$ cat config.mk
export PLATFORM = sky130hd
export DESIGN_NAME = charFifo
export DESIGN_NICKNAME = d
export VERILOG_FILES = /design/src/klxFormatPkg.sv /design/src/charFifo.sv
export SDC_FILE = /design/constraint.sdc
export NUM_CORES = 1
export LEC_CHECK = 0
export BUFFER_PORTS_ARGS = -buffer_cell sky130_fd_sc_hd__buf_2
export CORE_UTILIZATION = 45
export DETAILED_ROUTE_END_ITERATION = 16
export GPL_ROUTABILITY_DRIVEN = 1
export GPL_TIMING_DRIVEN = 0
export SLEW_MARGIN = 20
export SYNTH_ARGS = -nofsm -noshare
export SYNTH_HDL_FRONTEND = slang
export SYNTH_SLANG_ARGS = --single-unit
$ cat constraint.sdc
create_clock -name clk -period 4.9 [get_ports clk]
set_input_delay 0.98 -clock clk [delete_from_list [all_inputs] [get_ports clk]]
set_output_delay 0.98 -clock clk [all_outputs]
set_load 0.01 [all_outputs]
$ cat src/klxFormatPkg.sv
// Load file format definitions
package klxFormatPkg;

  // Each ASCIIized character carries six payload bits
  localparam int FIELD_BITS = 6;
  // Words in the load file are PDP-11 sized
  localparam int WORD_BITS = 16;

  // Credits the sender holds after reset
  localparam int CHAR_FIFO_DEPTH = 4;

  // Five C locations or ten D pairs per line at most
  localparam int LINE_MAX_WORDS = 30;
  localparam int CRAM_WORDS_PER_LOC = 6;
  localparam int DRAM_WORDS_PER_PAIR = 3;

  // Separators
  localparam logic [7:0] CHAR_COMMA = 8'h2c;
  localparam logic [7:0] CHAR_NEWLINE = 8'h0a;
  localparam logic [7:0] CHAR_CR = 8'h0d;
  localparam logic [7:0] CHAR_SPACE = 8'h20;

  // Record type characters in the first column
  localparam logic [7:0] REC_CRAM = 8'h43;
  localparam logic [7:0] REC_DRAM = 8'h44;
  localparam logic [7:0] REC_ZERO = 8'h5a;
  localparam logic [7:0] REC_COMMENT = 8'h3b;

  typedef logic [WORD_BITS-1:0] loadWordT;

  // Z records and comments both land in KIND_IGNORED
  typedef enum logic [2:0] {
    KIND_NONE,
    KIND_CRAM,
    KIND_DRAM,
    KIND_IGNORED,
    KIND_UNKNOWN
  } recKindT;

endpackage

$ cat src/charFifo.sv
// Character input queue
module charFifo (
  input  logic       clk,
  input  logic       arstN,
  input  logic       charValid,
  input  logic [7:0] charData,
  input  logic       fifoPop,
  output logic       fifoValid,
  output logic [7:0] fifoChar,
  output logic       creditReturn
);
  import klxFormatPkg::*;

  localparam int PTR_BITS = $clog2(CHAR_FIFO_DEPTH);
  localparam int CNT_BITS = $clog2(CHAR_FIFO_DEPTH + 1);

  logic [7:0]          slots [CHAR_FIFO_DEPTH];
  logic [PTR_BITS-1:0] wrPtr;
  logic [PTR_BITS-1:0] rdPtr;
  logic [CNT_BITS-1:0] fill;
  logic                popNow;

  // Circular wrap that also works for depths other than a power of two
  function automatic logic [PTR_BITS-1:0] nextPtr(logic [PTR_BITS-1:0] ptr);
    if (ptr == PTR_BITS'(CHAR_FIFO_DEPTH - 1)) begin
      return '0;
    end
    return ptr + 1'b1;
  endfunction

  assign fifoValid = (fill != '0);
  assign fifoChar = slots[rdPtr];
  assign popNow = fifoPop && fifoValid;
  // Each pop hands one credit back to the sender
  assign creditReturn = popNow;

  always_ff @(posedge clk) begin
    if (charValid) begin
      slots[wrPtr] <= charData;
    end
  end

  always_ff @(posedge clk or negedge arstN) begin
    if (!arstN) begin
      wrPtr <= '0;
      rdPtr <= '0;
      fill <= '0;
    end else begin
      if (charValid) begin
        wrPtr <= nextPtr(wrPtr);
      end
      if (popNow) begin
        rdPtr <= nextPtr(rdPtr);
      end
      case ({charValid, popNow})
        2'b10: fill <= fill + 1'b1;
        2'b01: fill <= fill - 1'b1;
        default: fill <= fill;
      endcase
    end
  end

  // A sender that keeps its credit count never finds the queue full
  pushNotFull: assert property (@(posedge clk) disable iff (!arstN)
    charValid |-> fill != CNT_BITS'(CHAR_FIFO_DEPTH))
    else $error("charFifo push while full");

endmodule

# After elaboration in Yosys (flattened, before gate mapping)
# Memories as Yosys holds them, arrays and structs flattened.
# Cells that the tools add are included.
# totals
elab_cells,26
inputBits,12
ram_bits,32
output_inout_bits,10
n_memories,1
ff_bits,7
# memory_table
memory,words,width,rd,rd_ports_with_merged_regs,wr,line,text
slots,4,8,1,0,1,charFifo.sv:17,logic [7:0] slots [CHAR_FIFO_DEPTH];
# classes
mux,11
reduce_logical,3
eq_ne,4
n_addsub,4
# op_table
operator,n
$mux 2,4
$eq 2x2->1 const B,3
$mux 1,6
$pmux 3 s2,1
$add 2x1->2 const B,2
$add 3x1->3 const B,1
$reduce_bool 3->1,1
$sub 3x1->3 const B,1
$eq 2x1->1 const B,1
$reduce_bool 2->1,1
$logic_and 1x1->1,1

# Depth between registers and ports, before layout
# logic_depth
word_depth,4
ltp_mapped,9
ltp_nobuf,9

# Least setup slack after synthesis
# OpenSTA, ideal clock, no wires.
# synth_timing
path_type,input to register
start,in fifoPop
end,reg fill[2]
slack_ns,2.718
required_ns,4.821
path_buffers,0
t_arrival_ns,2.103
setup_ns,0.079
path_stages,8
cell_sequence,nand2_4 inv_1 ha_1 inv_1 fa_1 xor2_1 nor2_1 xor2_1
# synth_via
elab_chain_cells,3
elab_cells_between_ends,5
cone_classes,eq/ne: 2; mux: 1; reduce/logical: 2
# synth_lines
element,line,text
start: declaration,charFifo.sv:7,"input logic fifoPop,"
$logic_and 1x1->1 (*),charFifo.sv:33,assign popNow = fifoPop && fifoValid;
via creditReturn,charFifo.sv:10,output logic creditReturn
$eq 2x1->1 / $eq 2x2->1 (equally long branches),charFifo.sv:55,"case ({charValid, popNow})"
$pmux 3 s2 / $reduce_bool 2->1 (equally long branches),n/a,
end signal: assignment,charFifo.sv:56,2'b10: fill <= fill + 1'b1;
end signal: assignment,charFifo.sv:57,2'b01: fill <= fill - 1'b1;
end signal: assignment,charFifo.sv:58,default: fill <= fill;
end: declaration,charFifo.sv:20,logic [CNT_BITS-1:0] fill;
# Mark *: on every way through the listed nets, which the timed path passes. The rest lies on a longest branch.
# A chain may end at the register's enable or synchronous reset.

# Final worst setup path
# layout_timing
start,reg rdPtr[0]
end,out fifoChar[3]
# layout_via
elab_chain_cells,1
# layout_lines
element,line,text
start: declaration,charFifo.sv:19,logic [PTR_BITS-1:0] rdPtr;
start signal: assignment,charFifo.sv:53,rdPtr <= nextPtr(rdPtr);
$mem_v2 4x8,n/a,
end: declaration,charFifo.sv:9,"output logic [7:0] fifoChar,"
# Every way passes these cells.

==> results.cfg <==
[place]
hpwlAfterDp_mm = 1.62
io_buffer_count = 21
place_ws_ns = 2.56
gp_congestion = 0.591
place_area_um2 = 1750

[logic_synthesis]
syn_area_per_cell_um2 = 19.6
synthesis.area_um2 = 1590
synth_cells = 81
yosys-top-cells-count = edfxtp_1 (32), mux4_2 (8), dfrtp_1 (7), inv_1 (7), ha_1 (6)
yosys.area.top_type = edfxtp_1
synth_edf_count = 32
synth_warnings = 0
synth.area.top_cells = edfxtp_1 (61%), mux4_2 (11%), dfrtp_1 (11%)
synth_most_common_cell = edfxtp_1
ys_seq_elements = 39
synth_cell_types = 19
synth_top_area_share = 0.605
yosysSeqAreaShare = 0.716
synthArstFlopShare = 0.179
syn_nets = 100
yosys_most_used_dff = edfxtp_1

[run_status]
status = complete, no violations

[pwr]
p_sw_frac = 0.300
p_sw_uw = 295
p_int_uw = 689
power_frac_comb = 0.345
vdd_ir_drop_max_v = 0.000267
p_clk_frac = 0.182
pwr-share-seq = 0.473
powerDensity_nw_per_um2 = 541
finalPower_uw = 984
leakagePower_nw = 0.704

[worst_setup_path]
r2r-start = fill[0]
cp-start-kind = flop
r2r_cells = 9
crit_start = rdPtr[0]
worstSetupPathType = flop to output pin
rr_endpoint = fill[2]
crit_arrival_ns = 1.70
r2r_slack_ns = 2.99
critPathMaxFanout = 10
cp-end-kind = output pin
crit_path_end = fifoChar[3]
cp.required_ns = 3.92

[drt]
wirelength_mm = 2.38
drtIter0Drc = 38
via_per_inst = 4.97
first_pass_iters = 4
vias = 776
antenna_left = 0
wl_per_cell_um = 15.2
drc = 0

[floorplan]
fp.dieH_um = 61.4
dieArea_um2 = 3770
fp-row-count = 21
die_w_um = 61.4
io_pins = 22
initial_core_util = 0.472
core-area_um2 = 3360

[final_layout]
fin_area_um2 = 1820
nets = 128
final_core_util = 0.541
fillers = 307
area_delta_synth_final_pct = 14.6
multi_input_area_um2 = 417
layout-drive-gt1-share = 0.373
antennaDiodeCount = 0
seqCellArea_um2 = 1140

[timing]
rsz0062_at_grt = no
max_freq_mhz = 373
post-route-period-util = 0.547
hold_violations = 0
setup_violations = 0
setup_slack_ns = 2.22
fin_crit_ns = 2.68
slew_viol_final = 0
fin_skew_ns = 0.00492
relSlewSlack = 0.624
worst_pin_slew_ns = 0.564
setup_tns_ns = 0

[clocking]
postCtsHoldBufs = 0
path_clk_slew_ns = 0.11
cts_resized = 0
cts-root-buf = clkbuf_4
cts_sinks = 39
h-tree-depth = 2
post_cts_buffers = 0
clk_path_buf_depth = 2
numCtsBuffers = 5
cts_tree = done
clock_latency_ns = 0.32

[flow_run]
maxCapViolCount = 0

[global_routing]
grtUsageTotal = 0.152
antenna_found_initial = 0
grt_pass1_vias = 790
grt_max_degree = 12
grt_pass1_wl_mm = 3.81
overflow = 0

[worst_hold_path]
hold_path.class = primary input to async pin
[how the worst min path moves through the flow]
stage,from,endpoint,slack [ns],depth (start not counted)
after detailed placement,fill[2],fill[2],0.47,1
after global routing,arstN,fill[2],0.44,1
after floorplan,fill[2],fill[2],0.44,1
after global placement,fill[2],fill[2],0.46,1
after CTS,arstN,fill[2],0.46,1
final,arstN,fill[2],0.47,1
[worst max-delay path, cell delays in order (launching register included)]
cell,delay [ns]
dfrtp_1,0.36
buf_2,0.31
mux4_2,0.55
buf_2,0.15
[cell families after synthesis]
logic type                 synth area share
DFF                                   0.716
muxes                                 0.139
and+or+nand+nor                      0.0410
buffers and inverters                0.0221
adders and majority gates            0.0599
xor gates and xnor gates             0.0166
AOI/OAI and AO/OA                   0.00630
[layer usage]
layer	share of wire	GRT usage	wire (um)	up-vias
met4	0.016	0.0667	38	0
met5	0	0	0	-
li1	-	-	-	358
met2	0.49	0.238	1170	20
met3	0.032	0.0441	77	5
met1	0.46	0.200	1090	393
[layout make-up]
class	count	share of cell area
clock buffers	8	0.0378
repair buffers	21	0.0578
flip-flops and latches	39	0.624
inverters	7	0.0144
multi-input cells	33	0.229
well taps	46	0.0316
plain buffers	2	0.00481
[power groups by stage]
stage	Clock (mW)	Combinational, mW	Sequential [mW]
floorplan	0	0.249	0.464
global placement	0	0.338	0.469
detailed placement	0	0.344	0.474
CTS	0.184	0.349	0.467
global route	0.202	0.386	0.472
finish	0.179	0.340	0.465
[cell usage in the layout, fill, tap and decap left out]
| cell type | count |
|---|---|
| xnor2_1 | 1 |
| dfrtp_1 | 7 |
| mux2i_1 | 1 |
| ha_1 | 6 |
| fa_1 | 1 |
| nor2_1 | 2 |
| edfxtp_1 | 32 |
| or3_4 | 1 |
| mux4_2 | 8 |
| and2_1 | 4 |
| nand2_1 | 1 |
| nand2_4 | 1 |
| clkbuf_8 | 2 |
| buf_2 | 22 |
| inv_1 | 7 |
| xor2_1 | 2 |
| o21ai_0 | 2 |
| clkbuf_4 | 5 |
| clkbuf_1 | 2 |
| or3_1 | 1 |
| mux2_4 | 2 |
[state kept, by name (all words and copies together) (netlist names)]
register and count:
slots 32, wrPtr 2, rdPtr 2, fill 3
[metrics by stage]
| step | cells | hold WS (ns) |
|---|---|---|
| CTS | 156 | 0.458 |
| finish | 156 | 0.468 |
| global route | 156 | 0.445 |
| detailed placement | 148 | 0.465 |
| floorplan | 81 | 0.443 |
| global placement | 148 | 0.460 |
Note: power is estimated with default switching activity, not from simulation.
