[src/klxFormatPkg.sv]
// Load file format definitions
package klxFormatPkg;

  // Each ASCIIized character carries six payload bits
  localparam int FIELD_BITS = 6;
  // Words in the load file are PDP-11 sized
  localparam int WORD_BITS = 16;

  // Credits the sender holds after reset
  localparam int CHAR_FIFO_DEPTH = 4;

  // Five C locations or ten D pairs per line at most
  localparam int LINE_MAX_WORDS = 30;
  localparam int CRAM_WORDS_PER_LOC = 6;
  localparam int DRAM_WORDS_PER_PAIR = 3;

  // Separators
  localparam logic [7:0] CHAR_COMMA = 8'h2c;
  localparam logic [7:0] CHAR_NEWLINE = 8'h0a;
  localparam logic [7:0] CHAR_CR = 8'h0d;
  localparam logic [7:0] CHAR_SPACE = 8'h20;

  // Record type characters in the first column
  localparam logic [7:0] REC_CRAM = 8'h43;
  localparam logic [7:0] REC_DRAM = 8'h44;
  localparam logic [7:0] REC_ZERO = 8'h5a;
  localparam logic [7:0] REC_COMMENT = 8'h3b;

  typedef logic [WORD_BITS-1:0] loadWordT;

  // Z records and comments both land in KIND_IGNORED
  typedef enum logic [2:0] {
    KIND_NONE,
    KIND_CRAM,
    KIND_DRAM,
    KIND_IGNORED,
    KIND_UNKNOWN
  } recKindT;

endpackage

[src/ramPkg.sv]
// Control store and dispatch RAM types
package ramPkg;

  // Control RAM
  localparam int CRAM_DEPTH = 2048;
  localparam int CRAM_ADDR_BITS = $clog2(CRAM_DEPTH);
  // 80 data bits plus the six bit CALL and DISP special field
  localparam int CRAM_WORD_BITS = 86;

  typedef logic [CRAM_ADDR_BITS-1:0] cramAddrT;
  typedef logic [CRAM_WORD_BITS-1:0] cramWordT;

  // Dispatch RAM
  localparam int DRAM_DEPTH = 512;
  localparam int DRAM_ADDR_BITS = $clog2(DRAM_DEPTH);

  typedef logic [DRAM_ADDR_BITS-1:0] dramAddrT;

  // One dispatch entry
  // J5 and J6 do not exist in the hardware
  typedef struct packed {
    logic [2:0] dispA;
    logic [2:0] dispB;
    logic       parity;
    // J1 to J4 shared by an even and odd pair
    logic [3:0] jCommon;
    // Also shared and written from the odd word
    logic       j7;
    // J8 to J10
    logic [2:0] jLow;
  } dramEntryT;

endpackage

[src/dramWriter.sv]
// Dispatch RAM pair writer
module dramWriter (
  input  logic                   clk,
  input  logic                   arstN,
  input  logic                   dataValid,
  input  klxFormatPkg::loadWordT dataWord,
  input  klxFormatPkg::loadWordT dataAddr,
  input  logic                   dataFirst,
  output logic                   dramWe,
  output ramPkg::dramAddrT       dramWrAddr,
  output ramPkg::dramEntryT      dramWrData
);
  import klxFormatPkg::*;
  import ramPkg::*;

  logic [1:0] slot;
  logic [1:0] curSlot;
  logic       pairDone;
  logic       oddPending;
  dramAddrT   pairAddr;
  loadWordT   eWord;
  loadWordT   oWord;
  dramEntryT  oddEntry;

  // Word layout from the WDRAM format
  // A in 13 to 11, B in 10 to 8, parity in 5 and J8 to J10 in 2 to 0
  function automatic dramEntryT splitEntry(loadWordT own, loadWordT odd, loadWordT common);
    dramEntryT entry;
    entry.dispA = own[13:11];
    entry.dispB = own[10:8];
    entry.parity = own[5];
    entry.jCommon = common[3:0];
    // J7 is common but only carried by the odd word
    entry.j7 = odd[3];
    entry.jLow = own[2:0];
    return entry;
  endfunction

  assign curSlot = dataFirst ? '0 : slot;
  assign pairDone = dataValid && (curSlot == 2'(DRAM_WORDS_PER_PAIR - 1));

  always_ff @(posedge clk or negedge arstN) begin
    if (!arstN) begin
      slot <= '0;
      dramWe <= 1'b0;
      oddPending <= 1'b0;
    end else begin
      // Even entry then odd entry on back to back cycles
      dramWe <= pairDone || oddPending;
      oddPending <= pairDone;
      if (dataValid) begin
        slot <= pairDone ? '0 : curSlot + 1'b1;
      end
    end
  end

  always_ff @(posedge clk) begin
    if (dataValid && dataFirst) begin
      pairAddr <= dramAddrT'(dataAddr);
    end else if (pairDone) begin
      pairAddr <= pairAddr + dramAddrT'(2);
    end
    if (dataValid && curSlot == 2'd0) begin
      eWord <= dataWord;
    end
    if (dataValid && curSlot == 2'd1) begin
      oWord <= dataWord;
    end
    // Both entries are built at once so the next pair may refill E and O
    if (pairDone) begin
      dramWrAddr <= pairAddr;
      dramWrData <= splitEntry(eWord, oWord, dataWord);
      oddEntry <= splitEntry(oWord, oWord, dataWord);
    end else if (oddPending) begin
      dramWrAddr <= dramWrAddr + 1'b1;
      dramWrData <= oddEntry;
    end
  end

  // Pairs start on an even address through continuation as well
  pairAligned: assert property (@(posedge clk) disable iff (!arstN)
    (dataValid && dataFirst) |-> !dataAddr[0])
    else $error("dramWriter odd pair address");

endmodule

[config.mk]
export PLATFORM = sky130hd
export DESIGN_NAME = dramWriter
export DESIGN_NICKNAME = d
export VERILOG_FILES = /design/src/klxFormatPkg.sv /design/src/ramPkg.sv /design/src/dramWriter.sv
export SDC_FILE = /design/constraint.sdc
export NUM_CORES = 1
export LEC_CHECK = 0
export BUFFER_PORTS_ARGS = -buffer_cell sky130_fd_sc_hd__buf_2
export CORE_MARGIN = 5
export CORE_UTILIZATION = 50
export CTS_CLUSTER_SIZE = 24
export DETAILED_ROUTE_END_ITERATION = 6
export PLACE_DENSITY = 0.74
export SETUP_SLACK_MARGIN = 0.3
export SLEW_MARGIN = 40
export SYNTH_ARGS = -nofsm -noshare
export SYNTH_HDL_FRONTEND = slang
export SYNTH_SLANG_ARGS = --single-unit
[constraint.sdc]
create_clock -name clk -period 4.55 [get_ports clk]
set_input_delay 0.455 -clock clk [delete_from_list [all_inputs] [get_ports clk]]
set_output_delay 0.455 -clock clk [all_outputs]
set_load 0.005 [all_outputs]
# Yosys cells after proc, flatten, opt, wreduce, memory -nomap -nowiden
# Index checks and enable logic that the tools add are counted.
# totals
regBits	80
inputBits	36
wordCells	40
# classes
addsub	3
eq_ne	2
mux	8
n_reduce_logical	8
# ops
cell	n
$mux W9	4
$mux W15	2
$add A9 B1 Y9 const B	1
$add A9 B2 Y9 const B	1
$logic_and A1 B1 Y1	4
$mux W2	2
$reduce_bool A2 Y1	2
$add A2 B1 Y2 const B	1
$eq A2 B1 Y1 const B	1
$eq A2 B2 Y1 const B	1
$logic_not A2 Y1	1
$logic_or A1 B1 Y1	1

# Longest topological paths before layout
# Gate-level depths: netlist (run 1).
# logic_depth
ltp_word	5
mapped_depth	7
ltp_nobuf	4

# Least setup slack after synthesis (run 1)
# OpenSTA, ideal clock, no wires.
# synth_path
path_kind	input port to flip-flop
startpoint	input dataValid
endpoint	register oWord[0], enable pin
t_arrival_ns	1.872
required_time_ns	4.134
slack_ns	2.262
path_stages	2
path_buffers	0
cell_sequence	inv_1 -> nor4b_1
# synth_between
elab_chain_cells	1
# synth_rtl
item	line	source
from (decl)	dramWriter.sv:5	input logic dataValid,
$logic_and A1 B1 Y1	dramWriter.sv:66	if (dataValid && curSlot == 2'd1) begin
to (signal assigned)	dramWriter.sv:67	oWord <= dataWord;
to (decl)	dramWriter.sv:22	loadWordT oWord;
# No other way between the ends.
# A chain may end at the register's enable or synchronous reset.

# Worst setup path after layout (run 1)
# layout_path
startpoint	register slot[1]
endpoint	register dramWrAddr[7] (data pin)
# layout_between
elab_chain_cells	4
# layout_rtl
item	line	source
from (decl)	dramWriter.sv:16	logic [1:0] slot;
from (signal assigned)	dramWriter.sv:52	slot <= pairDone ? '0 : curSlot + 1'b1;
$mux W2	dramWriter.sv:39	assign curSlot = dataFirst ? '0 : slot;
$eq A2 B2 Y1	dramWriter.sv:40	assign pairDone = dataValid && (curSlot == 2'(DRAM_WORDS_PER_PAIR - 1));
$logic_and A1 B1 Y1	dramWriter.sv:40	
$mux W9	dramWriter.sv:70	if (pairDone) begin
to (signal assigned)	dramWriter.sv:71	dramWrAddr <= pairAddr;
to (signal assigned)	dramWriter.sv:75	dramWrAddr <= dramWrAddr + 1'b1;
to (decl)	dramWriter.sv:10	output ramPkg::dramAddrT dramWrAddr,
# No other way between the ends.

==> flow_summary.ini, run 1 <==
[outcome]
status = completed

[critical_path]
critPathMaxFanout = 44
worst_setup_path_start_kind = flip-flop
critPathRequiredTime_ps = 4760
crit_type = reg2reg
worstPathArrival_ps = 2240
cp-end-kind = flip-flop

[synth]
avgSynthCellArea_um2 = 13.7
yosysSeqAreaShare_pct = 76.3
synth_edf_count = 69
ys.flop_type = edfxtp_1
synth_async_sr_flop_share_pct = 5.48
syn_inst = 208
synth_nets = 246
synth-seq-cells = 73
yosysUniqueCellTypes = 26
yosys_warnings = 0
syn_area_um2 = 2850

[power]
p_sw_share_pct = 21.0
comb_power_share_pct = 4.8
p_leak_nw = 1.31
pwr-share-clk_pct = 39.2
internal_power_mw = 1.10
powerDensity_nw_per_um2 = 411
p_seq_share_pct = 56.0
p_sw_mw = 0.293
peakVddDrop_v = 0.000271

[clock_network]
cts_resized = 0
clk_latency_ps = 340
holdBufCountCts = 1
post_cts_buffers = 0
root_buffer = clkbuf_8
numClockSinks = 73
clk_pin_slew_ps = 80
htreeDepth = 3
cts_buffer_depth = 2
cts_tree = built
cts_made_buffers = 9

[flow_run]
maxCapViolations = 0

[grt]
grt_max_degree = 45
grt_pass1_wl_um = 7890
overflow = 0
track_usage_pct = 14.3
grt_pass1_vias = 1733
antenna_found_initial = 0

[timing]
setup_viol = 0
finalCritPeriodShare_pct = 44.5
rsz0062_at_grt = false
worstMarginPinSlew_ps = 732
final_hold_viol_count = 0
drv_slew = 0
slew_headroom_pct = 51.1
max_freq_mhz = 494
fin_worst_skew_ps = 5.04
finalCriticalPeriod_ps = 2020
setup_tns_ps = 0

[cells_and_area]
fillers = 432
fin_area_um2 = 3390
drive_above_1_share_pct = 25.7
diodes = 0
syn_to_final_growth_pct = 19.3
fin_nets = 302
fin_util_pct = 61.6

[drt]
ant_nets = 0
drc_errors = 0
routed_wl_um = 4780
drtIter0Drc = 127
wire_per_inst_um = 14.0
num_vias = 1733
drt_first_pass_iters = 4
viasPerCell = 5.08

[placed_design]
io_buffer_count = 48
hpwl_um = 3150
gp_congestion = 0.870
place_area_um2 = 3170

[die]
dieArea_um2 = 7300
die_w_um = 85.4
die_h_um = 85.4
initial_core_util_pct = 51.7
ios = 61
core-area_um2 = 5510
rows = 27

[hold_path]
min_path_type = in2reg
-- flip-flops by register name (all words and copies together), names as in the netlist --
signal	count
dramWrAddr	9
dramWe	1
oWord	11
oddEntry	15
oddPending	1
dramWrData	15
pairAddr	9
slot	2
eWord	10
-- power by group through the flow --
stage	clock [mW]	sequential [mW]	combinational [mW]
floorplan	0	0.793	0.0375
detailed placement	0	0.796	0.0682
global placement	0	0.795	0.0652
CTS	0.557	0.781	0.0691
global route	0.595	0.784	0.0768
finish	0.547	0.781	0.0676
-- layout by cell type (no fill, tap or decap), types with 4 or more instances in the layout --
master	instances
buf_2	48
clkbuf_8	9
dfrtp_1	4
edfxtp_1	69
nand2_1	66
nand3_1	10
nor2_1	6
o211ai_1	4
o21ai_0	9
or4_1	4
-- synthesized netlist by cell type, types with 2 or more instances --
| master | n | area [um2] |
|---|---|---|
| edfxtp_1 | 69 | 2070 |
| nand2_1 | 66 | 248 |
| nand3_1 | 10 | 50.1 |
| o21ai_0 | 9 | 45.0 |
| nor2_1 | 6 | 22.5 |
| clkbuf_1 | 4 | 15.0 |
| dfrtp_1 | 4 | 100 |
| o211ai_1 | 4 | 30.0 |
| or4_1 | 4 | 30.0 |
| a31oi_1 | 3 | 18.8 |
| nand4_1 | 3 | 18.8 |
| or3_1 | 3 | 18.8 |
| xnor2_1 | 3 | 26.3 |
| xor2_1 | 3 | 26.3 |
| a21o_1 | 2 | 15.0 |
| a21oi_1 | 2 | 10.0 |
| ha_1 | 2 | 25.0 |
| inv_1 | 2 | 7.51 |
| inv_2 | 2 | 7.51 |
-- final timing paths --
kind / start / end / slack [ps] / cells past startpoint
setup reg to reg: slot[1]$_DFFE_PN0P_ / dramWrAddr[7]$_DFFE_PP_ / 2530 / 5
hold reg to reg: oWord[9]$_DFFE_PP_ / oddEntry[10]$_DFFE_PP_ / 420 / 0
max in group asynchronous: arstN / oddPending$_DFF_PN0_ / 3980 / 2
setup / recovery: slot[1]$_DFFE_PN0P_ / dramWrAddr[7]$_DFFE_PP_ / 2530 / 5
hold / removal: dataWord[9] / oWord[9]$_DFFE_PP_ / 300 / 1
min in group asynchronous: arstN / slot[1]$_DFFE_PN0P_ / 450 / 2
-- per-layer routing --
layer / GRT usage (%) / part of all wire (%) / vias up
li1: - / - / 869
met1: 17.4 / 42 / 807
met2: 22.3 / 49 / 50
met3: 5.15 / 7.2 / 7
met4: 7.63 / 1.5 / 0
met5: 0 / 0 / -
-- logic make-up (layout without fill, tap and decap cells) --
group	after synthesis	in the layout	synth area share (%)
AO/OA/AOI/OAI	21	21	4.44
XOR/XNOR	6	6	1.85
adder cells (fa/ha/maj)	2	2	0.879
buffers and inverters	10	71	1.72
flip-flops	73	73	76.3
AND/OR/NAND/NOR	96	96	14.8
-- stage by stage --
step | cells | hold slack, ps | power (mW) | setup slack [ps]
2_1_floorplan | 208 | 159 | 0.831 | 2260
3_3_place_gp | 324 | 263 | 0.860 | 2280
3_5_place_dp | 324 | 265 | 0.864 | 2320
4_1_cts | 341 | 278 | 1.41 | 2510
5_1_grt | 341 | 278 | 1.46 | 2400
6_report | 341 | 298 | 1.40 | 2530
-- area by class of cell --
type	count	area, um2	share of cell area [%]
clock buffer	9	124	3.65
clock inverter	7	93.8	2.77
tap	72	90.1	2.65
multi-input combinational	125	633	18.7
timing repair buffer	51	265	7.82
sequential	73	2170	64.0
inverter	4	15.0	0.442
-- worst max-delay path, stage by stage (launching register included) --
cell,delay (ps)
dfrtp_1,420
nand4bb_1,110
buf_4,300
inv_2,360
or4_1,590
nand3_1,90
No activity file was read; power rests on OpenSTA's default activity.
==> inputs of run 2 (changes only) <==
Settings changed: CORE_UTILIZATION 50 to 48.
Clock period 4.55 ns to 1.7 ns, I/O delays scaled along.
==> flow_summary.ini, run 2 (same netlist as run 1, synthesis figures left out) <==
[grt]
grt_pass1_wl_um = 8310
grt_max_degree = 20
antenna_found_initial = 0
grt_pass1_vias = 1776
overflow = 0
track_usage_pct = 14.7

[power]
p_leak_nw = 1.41
powerDensity_nw_per_um2 = 999
p_sw_share_pct = 21.5
pwr-share-clk_pct = 35.4
p_seq_share_pct = 58.0
peakVddDrop_v = 0.00106
internal_power_mw = 2.83
comb_power_share_pct = 6.6
p_sw_mw = 0.776

[timing]
final_hold_viol_count = 0
fin_worst_skew_ps = 11.7
hold_slack_ps = 24.8
max_freq_mhz = 717
setup_tns_ps = 0
drv_slew = 0
rsz0062_at_grt = true
slew_headroom_pct = 84.2
finalCritPeriodShare_pct = 82.1
setup_ws_ps = 305
finalCriticalPeriod_ps = 1400
worstMarginPinSlew_ps = 236
setup_viol = 0

[cells_and_area]
final_common_cell = edfxtp_1
fin_nets = 324
diodes = 0
syn_to_final_growth_pct = 26.8
fin_area_um2 = 3610
reg.largest.list = dramWrData x15, oddEntry x15, oWord x11
drive_above_1_share_pct = 31.4
mostFrequentLayoutCells = 69 x edfxtp_1, 65 x nand2_1, 48 x buf_2, 14 x buf_4

[drt]
routed_wl_um = 5110
wire_per_inst_um = 14.0
num_vias = 1809
drt_first_pass_iters = 4
viasPerCell = 4.96
ant_nets = 0
drc_errors = 0
drtIter0Drc = 120

[critical_path]
crit_type = reg2reg
worst_setup_path_start_kind = flip-flop
worstPathArrival_ps = 1600
critPathRequiredTime_ps = 1910
cp-end-kind = flip-flop
critPathMaxFanout = 5

[die]
rows = 28
ios = 61
initial_core_util_pct = 48.6
core-area_um2 = 5850
die_w_um = 87.0
die_h_um = 87.0
dieArea_um2 = 7570

[clock_network]
clk_latency_ps = 340
cts_made_buffers = 9
cts_buffer_depth = 2
numClockSinks = 73
cts_tree = built
htreeDepth = 3
root_buffer = clkbuf_8
clk_pin_slew_ps = 80

[hold_path]
min_path_type = in2reg

[placed_design]
hpwl_um = 3320
place_ws_ps = 113
gp_congestion = 0.790
io_buffer_count = 48
place_area_um2 = 3230

[flow_run]
maxCapViolations = 0

[outcome]
status = completed
==> run 2: changes by cell type in the layout (fill, tap and decap cells not counted), moves of 2 or more <==
cell,previous run,this run
dlygate4sd3_1,1,6
buf_6,0,4
ha_1,2,0
ha_2,0,2
buf_4,2,14
==> run 2: worst max-delay path: stages, from the launching register on <==
cell and delay (ps):
edfxtp_1 480, nand4_1 210, or4_1 500, nand3_1 90
==> run 2: cell type report <==
type / count / area, um2
clock buffer: 9 / 124
timing repair buffer: 72 / 450
tap: 75 / 93.8
clock inverter: 6 / 60.1
inverter: 4 / 17.5
timing repair inverter: 1 / 5.00
multi-input combinational: 125 / 683
fill: 427 / 2240
sequential: 73 / 2170
==> run 2: worst paths after layout <==
check,start,to,slack [ps],depth (start not counted)
setup / recovery,dramWrAddr[2]$_DFFE_PP_,dramWrAddr[7]$_DFFE_PP_,300,3
hold / removal,dataWord[8],eWord[8]$_DFFE_PP_,20,1
setup reg to reg,dramWrAddr[2]$_DFFE_PP_,dramWrAddr[7]$_DFFE_PP_,300,3
hold reg to reg,oWord[11]$_DFFE_PP_,oddEntry[12]$_DFFE_PP_,420,0
max in group asynchronous,arstN,slot[1]$_DFFE_PN0P_,1410,2
min in group asynchronous,arstN,dramWe$_DFF_PN0_,160,2
==> run 2: metal layers <==
layer / vias to the layer above / wire, um / track usage [%]
li1: 913 / - / -
met1: 835 / 2120 / 18.2
met2: 54 / 2560 / 23.3
met3: 7 / 376 / 5.11
met4: 0 / 58 / 6.80
met5: - / 0 / 0
==> run 2: what timing repair did <==
item,4_1_cts,5_1_grt
hold buffers,6,0
setup buffers,5,4
pin swaps,0,5
setup endpoints to repair,60,20
resized for setup,6,7
gates cloned,1,0
hold endpoints to repair,14,0
==> run 2: power by group through the flow <==
stage	combinational [mW]	sequential [mW]	clock, mW
6_report	0.239	2.09	1.27
3_5_place_dp	0.197	2.13	0
3_3_place_gp	0.191	2.13	0
2_1_floorplan	0.105	2.12	0
5_1_grt	0.268	2.10	1.39
4_1_cts	0.229	2.09	1.30
==> run 2: stage by stage <==
stage / util [%] / std cells / total power [mW]
detailed placement: 55.3 / 334 / 2.33
CTS: 60.7 / 361 / 3.62
global route: 61.7 / 365 / 3.75
global placement: 55.3 / 334 / 2.32
floorplan: - / 208 / 2.23
finish: 61.7 / 365 / 3.60
