`config.mk`:
```
export PLATFORM = sky130hd
export DESIGN_NAME = asciiWordDecoder
export DESIGN_NICKNAME = d
export VERILOG_FILES = /design/src/klxFormatPkg.sv /design/src/asciiWordDecoder.sv
export SDC_FILE = /design/constraint.sdc
export NUM_CORES = 1
export LEC_CHECK = 0
export ABC_AREA = 1
export BUFFER_PORTS_ARGS = -buffer_cell sky130_fd_sc_hd__buf_4
export CAP_MARGIN = 10
export CORE_MARGIN = 4
export CORE_UTILIZATION = 55
export DETAILED_ROUTE_END_ITERATION = 10
export PLACE_DENSITY = 0.85
export RECOVER_POWER = 50
export SETUP_SLACK_MARGIN = 0.4
export SLEW_MARGIN = 20
export SYNTH_ARGS = -nofsm -noshare
export SYNTH_HDL_FRONTEND = slang
export SYNTH_SLANG_ARGS = --single-unit
```
`constraint.sdc`:
```
create_clock -name clk -period 4.1 [get_ports clk]
set_input_delay 0.615 -clock clk [delete_from_list [all_inputs] [get_ports clk]]
set_output_delay 0.615 -clock clk [all_outputs]
set_load 0.005 [all_outputs]
```
`src/klxFormatPkg.sv`:
```
// Load file format definitions
package klxFormatPkg;

  // Each ASCIIized character carries six payload bits
  localparam int FIELD_BITS = 6;
  // Words in the load file are PDP-11 sized
  localparam int WORD_BITS = 16;

  // Credits the sender holds after reset
  localparam int CHAR_FIFO_DEPTH = 4;

  // Five C locations or ten D pairs per line at most
  localparam int LINE_MAX_WORDS = 30;
  localparam int CRAM_WORDS_PER_LOC = 6;
  localparam int DRAM_WORDS_PER_PAIR = 3;

  // Separators
  localparam logic [7:0] CHAR_COMMA = 8'h2c;
  localparam logic [7:0] CHAR_NEWLINE = 8'h0a;
  localparam logic [7:0] CHAR_CR = 8'h0d;
  localparam logic [7:0] CHAR_SPACE = 8'h20;

  // Record type characters in the first column
  localparam logic [7:0] REC_CRAM = 8'h43;
  localparam logic [7:0] REC_DRAM = 8'h44;
  localparam logic [7:0] REC_ZERO = 8'h5a;
  localparam logic [7:0] REC_COMMENT = 8'h3b;

  typedef logic [WORD_BITS-1:0] loadWordT;

  // Z records and comments both land in KIND_IGNORED
  typedef enum logic [2:0] {
    KIND_NONE,
    KIND_CRAM,
    KIND_DRAM,
    KIND_IGNORED,
    KIND_UNKNOWN
  } recKindT;

endpackage

```
`src/asciiWordDecoder.sv`:
```
// ASCIIized word decoder
module asciiWordDecoder (
  input  logic                   clk,
  input  logic                   arstN,
  input  logic                   fifoValid,
  input  logic [7:0]             fifoChar,
  output logic                   fifoPop,
  input  logic                   wordReady,
  output logic                   typeValid,
  output klxFormatPkg::recKindT  recKind,
  output logic                   wordValid,
  output klxFormatPkg::loadWordT word,
  output logic                   lineEnd
);
  import klxFormatPkg::*;

  logic     lineStart;
  logic     expectSpace;
  logic     skipLine;
  logic     pendingEnd;
  loadWordT acc;
  recKindT  charKind;
  logic     popNow;
  logic     isCr;
  logic     isNewline;
  logic     isComma;
  logic     startChar;
  logic     endChar;
  logic     fieldChar;
  logic     skipSpace;
  logic     closeField;
  logic     addChar;

  function automatic recKindT classify(logic [7:0] ch);
    case (ch)
      REC_CRAM: return KIND_CRAM;
      REC_DRAM: return KIND_DRAM;
      REC_ZERO, REC_COMMENT: return KIND_IGNORED;
      default: return KIND_UNKNOWN;
    endcase
  endfunction

  ////////////////////////////////////////////////////////////////////////////
  // Character classification

  // Hold off while a line end is on its way to the parser
  assign popNow = fifoValid && wordReady && !pendingEnd && !lineEnd;
  assign fifoPop = popNow;

  assign isCr = (fifoChar == CHAR_CR);
  assign isNewline = (fifoChar == CHAR_NEWLINE);
  assign isComma = (fifoChar == CHAR_COMMA);
  assign charKind = classify(fifoChar);

  // First printable character of a line names the record
  assign startChar = popNow && !isCr && lineStart && !isNewline;
  assign endChar = popNow && !isCr && !lineStart && isNewline;
  // Skipped lines only look for their newline
  assign fieldChar = popNow && !isCr && !lineStart && !isNewline && !skipLine;
  assign skipSpace = fieldChar && expectSpace && (fifoChar == CHAR_SPACE);
  // Newline flushes the last field
  assign closeField = (endChar && !skipLine) || (fieldChar && isComma);
  assign addChar = fieldChar && !isComma && !skipSpace;

  ////////////////////////////////////////////////////////////////////////////
  // Line state and output pulses

  always_ff @(posedge clk or negedge arstN) begin
    if (!arstN) begin
      lineStart <= 1'b1;
      expectSpace <= 1'b0;
      skipLine <= 1'b0;
      pendingEnd <= 1'b0;
      typeValid <= 1'b0;
      wordValid <= 1'b0;
      lineEnd <= 1'b0;
    end else begin
      typeValid <= startChar;
      wordValid <= closeField;
      // Line end follows the flushed word by one cycle
      pendingEnd <= endChar;
      lineEnd <= pendingEnd;
      if (startChar) begin
        lineStart <= 1'b0;
        skipLine <= !(charKind == KIND_CRAM || charKind == KIND_DRAM);
      end
      if (endChar) begin
        lineStart <= 1'b1;
      end
      // Only the character right after the type may be a space
      if (popNow && !isCr) begin
        expectSpace <= startChar;
      end
    end
  end

  // Field accumulator shifts six bits per character
  always_ff @(posedge clk) begin
    if (startChar) begin
      recKind <= charKind;
    end
    if (closeField) begin
      word <= acc;
    end
    if (startChar || closeField) begin
      acc <= '0;
    end else if (addChar) begin
      acc <= {acc[WORD_BITS-FIELD_BITS-1:0], fifoChar[FIELD_BITS-1:0]};
    end
  end

endmodule

```
## Yosys cells after proc, flatten, opt, wreduce, memory -nomap -nowiden

Cells that the tools add are included.

- Bits in registers: 42
- Input bits: 12
- Output and inout port bits: 23
- Logic and storage cells: 53

- Equal/unequal tests: 10
- Mux-type cells: 3
- Reductions and logical operators: 30

Operator list:

| kind | number |
|---|---|
| equality test 8 x 6 -> 1 bit (second input constant) | 3 |
| equality test 8 x 7 -> 1 bit (second input constant) | 3 |
| equality test 8 x 4 -> 1 bit (second input constant) | 2 |
| logical AND 1 bit | 16 |
| logical NOT 1 bit | 9 |
| case mux 3 bit (3 select lines) | 1 |
| equality test 3 x 1 -> 1 bit (second input constant) | 1 |
| equality test 3 x 2 -> 1 bit (second input constant) | 1 |
| logical OR 1 bit | 3 |
| 2-to-1 mux 1 bit | 2 |
| nonzero test 2 bit | 1 |
| OR reduction 2 bit | 1 |

## Logic depth before layout (Yosys ltp)

Gate-level depths: netlist (run 1).

- Depth after elaboration: 11
- Mapped depth: 11
- Mapped depth without buffers: 10

## Least setup slack after synthesis (run 1)

OpenSTA, ideal clock, no wires.

- Kind: in2reg
- Start point: in fifoValid
- End point: reg acc[10]
- Library setup time: 114 ps
- Arrival: 1,753 ps
- Data required time: 3,986 ps
- Path slack: 2,233 ps
- Stages: 8
- Buffers on the path: 1
- Cell sequence: nand2_1 and2b_2 nand4_4 nor2_4 nor2_8 buf_12 nand2_2 nor2_2

- Elaborated cells on any way between the ends: 19
- Those cells by class: 19 x reduce/logical

RTL lines:

| what | RTL line | RTL |
|---|---|---|
| from (decl) | asciiWordDecoder.sv:5 | `input logic fifoValid,` |
| logical AND 1 bit (*) (3 in a row) | asciiWordDecoder.sv:47 | `assign popNow = fifoValid && wordReady && !pendingEnd && !lineEnd;` |
| net fifoPop | asciiWordDecoder.sv:7 | `output logic fifoPop,` |
| logical AND 1 bit (*) (2 in a row) | asciiWordDecoder.sv:57, asciiWordDecoder.sv:59 |  |
| logical AND 1 bit (2 in a row) | asciiWordDecoder.sv:59 | `assign fieldChar = popNow && !isCr && !lineStart && !isNewline && !skipLine;` |
| logical AND 1 bit | asciiWordDecoder.sv:62 | `assign closeField = (endChar && !skipLine) \|\| (fieldChar && isComma);` |
| logical OR 1 bit (*) | asciiWordDecoder.sv:62 |  |
| net closeField | asciiWordDecoder.sv:31 | `logic closeField;` |
| logical OR 1 bit (*) | asciiWordDecoder.sv:105 | `if (startChar \|\| closeField) begin` |
| to (signal assigned) | asciiWordDecoder.sv:108 | `acc <= {acc[WORD_BITS-FIELD_BITS-1:0], fifoChar[FIELD_BITS-1:0]};` |
| to (decl) | asciiWordDecoder.sv:21 | `loadWordT acc;` |

Mark *: on every way through the listed nets, which the timed path passes. The rest lies on a longest branch.
A chain may end at the register's enable or synchronous reset.

## Final worst setup path (run 1)

- Start point: in fifoChar[2]
- End point: reg acc[4]

- Elaborated cells on any way between the ends: 23
- Those cells by class: 4 x eq/ne; 19 x reduce/logical

RTL lines:

| what | RTL line | RTL |
|---|---|---|
| from (decl) | asciiWordDecoder.sv:6 | `input logic [7:0] fifoChar,` |
| equality test 8 x 4 -> 1 bit | asciiWordDecoder.sv:50 | `assign isCr = (fifoChar == CHAR_CR);` |
| logical NOT 1 bit | asciiWordDecoder.sv:56 | `assign startChar = popNow && !isCr && lineStart && !isNewline;` |
| logical AND 1 bit (2 in a row) | asciiWordDecoder.sv:56 |  |
| logical AND 1 bit (*) | asciiWordDecoder.sv:56 |  |
| net startChar | asciiWordDecoder.sv:27 | `logic startChar;` |
| logical OR 1 bit (*) | asciiWordDecoder.sv:105 |  |

Marks and branches as above.

==> flow_summary.rst, run 1 <==
.. list-table::
   :header-rows: 1

   * - Metric
     - Value
   * - Unrepaired setup endpoints after global routing
     - no
   * - Final instance count without filler cells
     - 267
   * - Layout net count
     - 234
   * - Largest net degree at the start of global routing
     - 33
   * - Half-perimeter wire length after placement
     - 2.14 mm
   * - Starting Density
     - 58.5%
   * - IO Port Bufs
     - 34
   * - Vias after detailed routing
     - 1241
   * - Post-synthesis sequential area ratio
     - 58.8%
   * - Ant diodes
     - 0
   * - Area growth from synthesis to layout
     - 16.4%
   * - DR vias/cell
     - 4.65
   * - IO Count
     - 35
   * - Row Count
     - 20
   * - # H-tree levels
     - 2
   * - Sum Neg Setup Slack
     - 0 ns
   * - Number of instances in the synthesized netlist
     - 185
   * - Cell with the largest stage delay on the worst path
     - sky130_fd_sc_hd__nor2_1
   * - DRC Markers
     - 0
   * - Die area
     - 0.00428 sq mm
   * - Number of warnings reported in the yosys synthesis log
     - 0
   * - Total congestion overflow after global routing
     - 0
   * - Final hold vios
     - 0
   * - Maximum capacitance violations
     - 0
   * - Post-synth EDFFs
     - 19
   * - Total buffers and inverters traversed by the critical path
     - 3
   * - Clock latency on the worst-skew pair
     - 0.34 ns
   * - Max frequency
     - 487 MHz
   * - Leakage power
     - 0.982 nW
   * - Flip-flop and latch count after synthesis
     - 42
   * - Clk sinks
     - 42
   * - Peak per-stage delay on the critical path
     - 0.65 ns
   * - Run status
     - complete, no violations
   * - Post-Synthesis Net Count
     - 197
   * - Clk slew on worst S/H paths
     - 0.12 ns
   * - Vertical extent of the die
     - 65.5 um
   * - Main area contributors after synthesis
     - sky130_fd_sc_hd__edfxtp_1, sky130_fd_sc_hd__dfxtp_1, sky130_fd_sc_hd__dfrtp_1
   * - Per-cell routed wire length
     - 10.8 um
   * - Maximum count of clock buffers along a single path
     - 2
   * - Total Routing Usage GR
     - 15.5%
   * - Final Critical Period
     - 2.05 ns
   * - Die width
     - 65.5 um
   * - Top-count cell post-synth
     - sky130_fd_sc_hd__nand2_1
   * - Dominant cell type by count on the critical path
     - sky130_fd_sc_hd__nor2_1
   * - Area of the core
     - 0.00310 sq mm
   * - Number of search-and-repair iterations in the first detailed-routing pass
     - 4
   * - Final core utilization
     - 68.1%
   * - Post-CTS repair timing setup buffer count
     - 0
   * - Worst Path Arrival
     - 2.29 ns
   * - Worst slew pin tran
     - 0.848 ns
   * - # setup viols final
     - 0
   * - Type of the worst min-delay path
     - in -> async
   * - Max rail drop VDD
     - 218 uV
   * - Synth Cell Area
     - 0.00182 sq mm
   * - Setup crit end kind
     - flip-flop
   * - DRT iter0 DRCs
     - 42
   * - Clock buffer count from CTS
     - 5
   * - Max-Slew Margin vs Limit
     - 43.3%
   * - Mean Syn Cell Area
     - 9.81 sq um
   * - Commonest cells in the netlist
     - sky130_fd_sc_hd__nand2_1, sky130_fd_sc_hd__nor2_1, sky130_fd_sc_hd__inv_1
   * - Post-cts hold buffer count
     - 0
   * - Critical Setup Path Class
     - in -> reg
   * - Resized cells post-CTS
     - 0
   * - Total of fill cells in the finished design
     - 268
   * - Post-synth ARST share
     - 16.7%
   * - Required time of the critical path
     - 4.34 ns
   * - CP delay by family, top
     - simple AND/OR/NAND/NOR gates
   * - Fraction of layout cells with a size suffix above 1
     - 33.6%
   * - Total power divided by cell area
     - 480 mW/mm^2
   * - CP Launch Type
     - input pin
   * - Final routed wirelength across all metal layers
     - 2.88 mm
   * - Initial antenna violation count
     - 0
   * - CP Cell Sequence
     - clkbuf_1 > inv_1 > nand4_1 > nor2_1 > inv_1 > nand2_4 > nor2_1 > nor2_8 > nand2_1 > nor2_1
   * - Clock root buffer master
     - sky130_fd_sc_hd__clkbuf_4
   * - Critical Path Fanout Max
     - 16
   * - Wire length of the first global-routing pass
     - 4.89 mm
   * - Final Skew
     - 0.00906 ns
   * - Number of global-route vias before repair
     - 1159
   * - Clock tree from TritonCTS
     - built
   * - Antenna-violating nets left
     - 0
   * - Distinct cell type count of the synthesized netlist
     - 23
   * - Number of instances in the placed design
     - 259
   * - Final cycle utilization of the critical path
     - 50.0%
   * - Most area-hungry cell type in the Yosys netlist
     - sky130_fd_sc_hd__edfxtp_1
   * - Top_reg_cell synth
     - sky130_fd_sc_hd__edfxtp_1
   * - Fraction of synthesized cell area taken by the top area cell type
     - 31.4%
   * - Placer Congestion
     - 0.845
   * - Number of max-slew violations in the final report
     - 0
-- registers in the layout, summed over array words and instances (netlist names) --
signal / count
acc: 16
expectSpace: 1
pendingEnd: 1
word: 16
lineEnd: 1
skipLine: 1
typeValid: 1
wordValid: 1
lineStart: 1
recKind: 3
-- per-stage QoR --
stage | total power [mW] | hold WS, ns | worst slack [ns] | cell area [sq um]
global route | 1.09 | 0.135 | 1.93 | 2110
finish | 1.01 | 0.131 | 2.05 | 2110
CTS | 1.03 | 0.0389 | 2.27 | 2150
global placement | 0.807 | 0.359 | 2.00 | 2080
floorplan | 0.773 | 0.319 | 2.23 | 1820
detailed placement | 0.821 | 0.370 | 1.97 | 2080
-- layer usage --
layer	global-route usage, %	wire length, um	vias to the layer above
met3	5.13	133	4
met4	6.99	36	0
li1	-	-	646
met1	16.9	1190	559
met2	27.1	1520	32
met5	0	0	-
-- power by group --
| part | leakage (nW) | switching [mW] | total, mW | internal (mW) |
|---|---|---|---|---|
| Combinational | 0.553 | 0.112 | 0.199 | 0.0868 |
| Clock | 0.0343 | 0.124 | 0.207 | 0.0825 |
| Sequential | 0.396 | 0.0559 | 0.609 | 0.553 |
-- worst paths after layout --
kind | depth (start not counted) | endpoint | start | slack, ns
setup / recovery | 10 | acc[4] | fifoChar[2] | 2.05
hold / removal | 1 | expectSpace | arstN | 0.13
setup reg to reg | 7 | acc[4] | pendingEnd | 2.21
hold reg to reg | 0 | lineEnd | pendingEnd | 0.39
max in group asynchronous | 1 | lineStart | arstN | 3.67
min in group clk | 0 | lineEnd | pendingEnd | 0.39
-- logic make-up after synthesis --
group	count (synthesis)	share of synthesized area, %
and+or+nand+nor	110	32.5
DFF	42	58.8
buffers and inverters	29	7.51
AOI/OAI and AO/OA	4	1.17
-- layout make-up --
cell class	instances	area (sq um)	area share (%)
clock buffer	6	51.3	2.43
clock inverter	2	12.5	0.592
inverter	25	93.8	4.44
multi-input combinational	114	586	27.7
sequential	42	1070	50.5
tap	44	55.1	2.61
timing repair buffer	34	248	11.7
-- cells in the final DEF (no fill, tap or decap), types with 4 or more instances in the layout --
master,netlist,final
sky130_fd_sc_hd__nand3_1,5,5
sky130_fd_sc_hd__nand2_2,12,12
sky130_fd_sc_hd__nand2_1,34,35
sky130_fd_sc_hd__nand4_1,3,4
sky130_fd_sc_hd__inv_1,21,22
sky130_fd_sc_hd__nor2_1,31,34
sky130_fd_sc_hd__buf_4,3,22
sky130_fd_sc_hd__dfxtp_1,16,16
sky130_fd_sc_hd__clkbuf_4,0,15
sky130_fd_sc_hd__nor2_2,13,11
sky130_fd_sc_hd__edfxtp_1,19,19
sky130_fd_sc_hd__dfrtp_1,6,6
Power figures use the tool's default switching activity.
==> run 2: changes to the inputs <==
--- a/config.mk
+++ b/config.mk
@@ -9,9 +9,9 @@
 export BUFFER_PORTS_ARGS = -buffer_cell sky130_fd_sc_hd__buf_4
 export CAP_MARGIN = 10
 export CORE_MARGIN = 4
-export CORE_UTILIZATION = 55
+export CORE_UTILIZATION = 54
 export DETAILED_ROUTE_END_ITERATION = 10
-export PLACE_DENSITY = 0.85
+export PLACE_DENSITY = 0.84
 export RECOVER_POWER = 50
 export SETUP_SLACK_MARGIN = 0.4
 export SLEW_MARGIN = 20
==> constraint.sdc (replaced) <==
create_clock -name clk -period 1.95 [get_ports clk]
set_input_delay 0.2925 -clock clk [delete_from_list [all_inputs] [get_ports clk]]
set_output_delay 0.2925 -clock clk [all_outputs]
set_load 0.005 [all_outputs]
==> flow_summary.rst, run 2 (synthesis gave the netlist of run 1 again) <==
.. list-table::
   :header-rows: 1

   * - Metric
     - Value
   * - Run status
     - complete, no violations
   * - Dominant cell type by count on the critical path
     - sky130_fd_sc_hd__nand2_1
   * - IO Port Bufs
     - 34 (unchanged)
   * - Peak per-stage delay on the critical path
     - 0.41 ns (-0.24 ns)
   * - Number of global-route vias before repair
     - 1181 (+1.9%)
   * - IO Count
     - 35 (unchanged)
   * - Vertical extent of the die
     - 66.0 um (+0.80%)
   * - Maximum count of clock buffers along a single path
     - 2 (unchanged)
   * - Final cycle utilization of the critical path
     - 82.5%
   * - Unrepaired setup endpoints after global routing
     - yes
   * - Most common cell after layout, fill and taps aside
     - sky130_fd_sc_hd__nand2_1
   * - Total of fill cells in the finished design
     - 231 (-14%)
   * - Clk sinks
     - 42 (unchanged)
   * - Ant diodes
     - 0 (unchanged)
   * - DRT iter0 DRCs
     - 86 (+100%)
   * - # H-tree levels
     - 2 (unchanged)
   * - Fraction of layout cells with a size suffix above 1
     - 38.6% (+4.9 points)
   * - CP Cell Sequence
     - nor2_2 > and2b_1 > nand2_1 > nor2_4 > nor2_8 > buf_12 > nand2_1 > nor2_1
   * - Placer Congestion
     - 0.829 (-1.9%)
   * - Number of search-and-repair iterations in the first detailed-routing pass
     - 4 (unchanged)
   * - Worst slew pin tran
     - 0.403 ns (-0.446 ns)
   * - Total congestion overflow after global routing
     - 0 (unchanged)
   * - Register-to-register path setup slack
     - 0.34 ns (-1.87 ns)
   * - Setup crit end kind
     - flip-flop
   * - Area of the core
     - 0.00313 sq mm (+0.81%)
   * - Placed standard-cell area
     - 0.00212 sq mm (+1.7%)
   * - Final routed wirelength across all metal layers
     - 3.08 mm (+6.8%)
   * - Leakage power
     - 1.07 nW (+9.1%)
   * - Final Critical Period
     - 1.61 ns
   * - Half-perimeter wire length after placement
     - 2.21 mm (+3.0%)
   * - Max frequency
     - 621 MHz
   * - DR vias/cell
     - 4.68 (+0.74%)
   * - PnR Total Power
     - 2.18 mW (+120%)
   * - Final non-filler cell area
     - 0.00229 sq mm (+8.5%)
   * - Largest net degree at the start of global routing
     - 33 (unchanged)
   * - Final hold vios
     - 0 (unchanged)
   * - Die area
     - 0.00435 sq mm (+1.6%)
   * - Number of max-slew violations in the final report
     - 0 (unchanged)
   * - Final Skew
     - 0.0115 ns (+0.00242 ns)
   * - Layout net count
     - 247 (+5.6%)
   * - CP Launch Type
     - flip-flop
   * - Type of the worst min-delay path
     - in -> reg
   * - Wire length of the first global-routing pass
     - 4.95 mm (+1.4%)
   * - Starting Density
     - 58.0% (-0.47 points)
   * - Clock tree from TritonCTS
     - built
   * - Max rail drop VDD
     - 468 uV (+110%)
   * - Max-Slew Margin vs Limit
     - 73.2% (+30 points)
   * - Initial antenna violation count
     - 0 (unchanged)
   * - Regs by FF count
     - acc (16), word (16), recKind (3)
   * - Clock latency on the worst-skew pair
     - 0.35 ns (about the same)
   * - Clock root buffer master
     - sky130_fd_sc_hd__clkbuf_4
   * - Maximum capacitance violations
     - 0 (unchanged)
   * - Die width
     - 66.0 um (+0.80%)
   * - Critical Setup Path Class
     - reg -> reg
   * - # setup viols final
     - 0 (unchanged)
   * - Row Count
     - 20 (unchanged)
   * - Worst Path Arrival
     - 1.86 ns (-0.43 ns)
   * - Area growth from synthesis to layout
     - 26.3%
   * - Antenna-violating nets left
     - 0 (unchanged)
   * - Top library cells by usage in the layout, fill and taps aside
     - sky130_fd_sc_hd__nand2_1, sky130_fd_sc_hd__nor2_1, sky130_fd_sc_hd__buf_4, sky130_fd_sc_hd__inv_1, sky130_fd_sc_hd__clkbuf_4
   * - Total Routing Usage GR
     - 14.9% (-0.52 points)
   * - Total power divided by cell area
     - 952 mW/mm^2 (+98%)
   * - Critical Path Fanout Max
     - 9 (-7)
   * - Clk slew on worst S/H paths
     - 0.12 ns (about the same)
   * - Vias after detailed routing
     - 1311 (+5.6%)
   * - Clock buffer count from CTS
     - 5 (unchanged)
   * - Per-cell routed wire length
     - 11.0 um (+1.8%)
   * - DRC Markers
     - 0 (unchanged)
   * - Required time of the critical path
     - 2.20 ns (-2.14 ns)
   * - Sum Neg Setup Slack
     - 0 ns (unchanged)
   * - Cell with the largest stage delay on the worst path
     - sky130_fd_sc_hd__dfrtp_1
## run 2: cell count changes in the layout (fill, tap and decap cells not counted)
cell                            change
sky130_fd_sc_hd__buf_4              +1
sky130_fd_sc_hd__and2b_1            +1
sky130_fd_sc_hd__nor2_2             +3
sky130_fd_sc_hd__dlygate4sd3_1      +1
sky130_fd_sc_hd__nor2_1             -4
sky130_fd_sc_hd__buf_6              +1
sky130_fd_sc_hd__nand4_1            -1
sky130_fd_sc_hd__clkbuf_16          +1
sky130_fd_sc_hd__buf_12             +3
sky130_fd_sc_hd__clkbuf_4           +6
sky130_fd_sc_hd__nor2_4             +1
sky130_fd_sc_hd__nand4_2            +1
sky130_fd_sc_hd__and2b_2            -1
## run 2: repair_timing
item,in CTS,in global routing
buffers inserted,0,8
endpoints found under the setup margin,0,33
hold buffers,1,0
endpoints found under the hold margin,7,0
gates resized for setup,0,5
## run 2: per-layer routing
layer	global-route usage [%]	routed length, um	vias up
li1	-	-	674
met3	4.59	182	7
met1	17.7	1260	595
met2	25.2	1590	35
met4	6.09	45	0
met5	0	0	-
## run 2: stage by stage
step,cells,setup slack (ns),hold slack (ns),util [%]
after floorplan,185,0.345,-0.00309,-
after global placement,262,0.376,0.108,67.7
after detailed placement,262,0.342,0.112,67.7
after CTS,271,0.413,0.261,70.1
after global routing,280,0.213,0.314,73.3
final,280,0.341,0.293,73.3
## run 2: layout make-up
type                            count  area, sq um  share of cell area, %
Tap cell                           44         55.1                   2.40
Timing Repair Buffer               47          407                   17.7
Inverter                           25         93.8                   4.09
Clock buffer                        6         51.3                   2.24
Sequential cell                    42         1070                   46.6
Clock inverter                      2         12.5                  0.546
Multi-Input combinational cell    114          606                   26.4
## run 2: worst max-delay path: cells and delay by family, from the launching register on
kind                   cells  cell delay (ns)
AND/OR/NAND/NOR            7             0.95
buffers and inverters      1             0.15
flip-flops                 1             0.41
## run 2: where the power goes
part	total, mW	switching [mW]	internal (mW)	leakage [nW]
Combinational	0.460	0.249	0.210	0.642
Clock	0.442	0.268	0.173	0.0343
Sequential	1.28	0.119	1.16	0.396
Total	2.18	0.636	1.55	1.07
## run 2: final timing paths
check / end / start / cells after the start
max: acc[15] / pendingEnd / 8
min: acc[4] / fifoChar[4] / 5
max reg2reg: acc[15] / pendingEnd / 8
min reg2reg: lineEnd / pendingEnd / 0
max in group asynchronous: lineStart / arstN / 2
min in group asynchronous: typeValid / arstN / 2
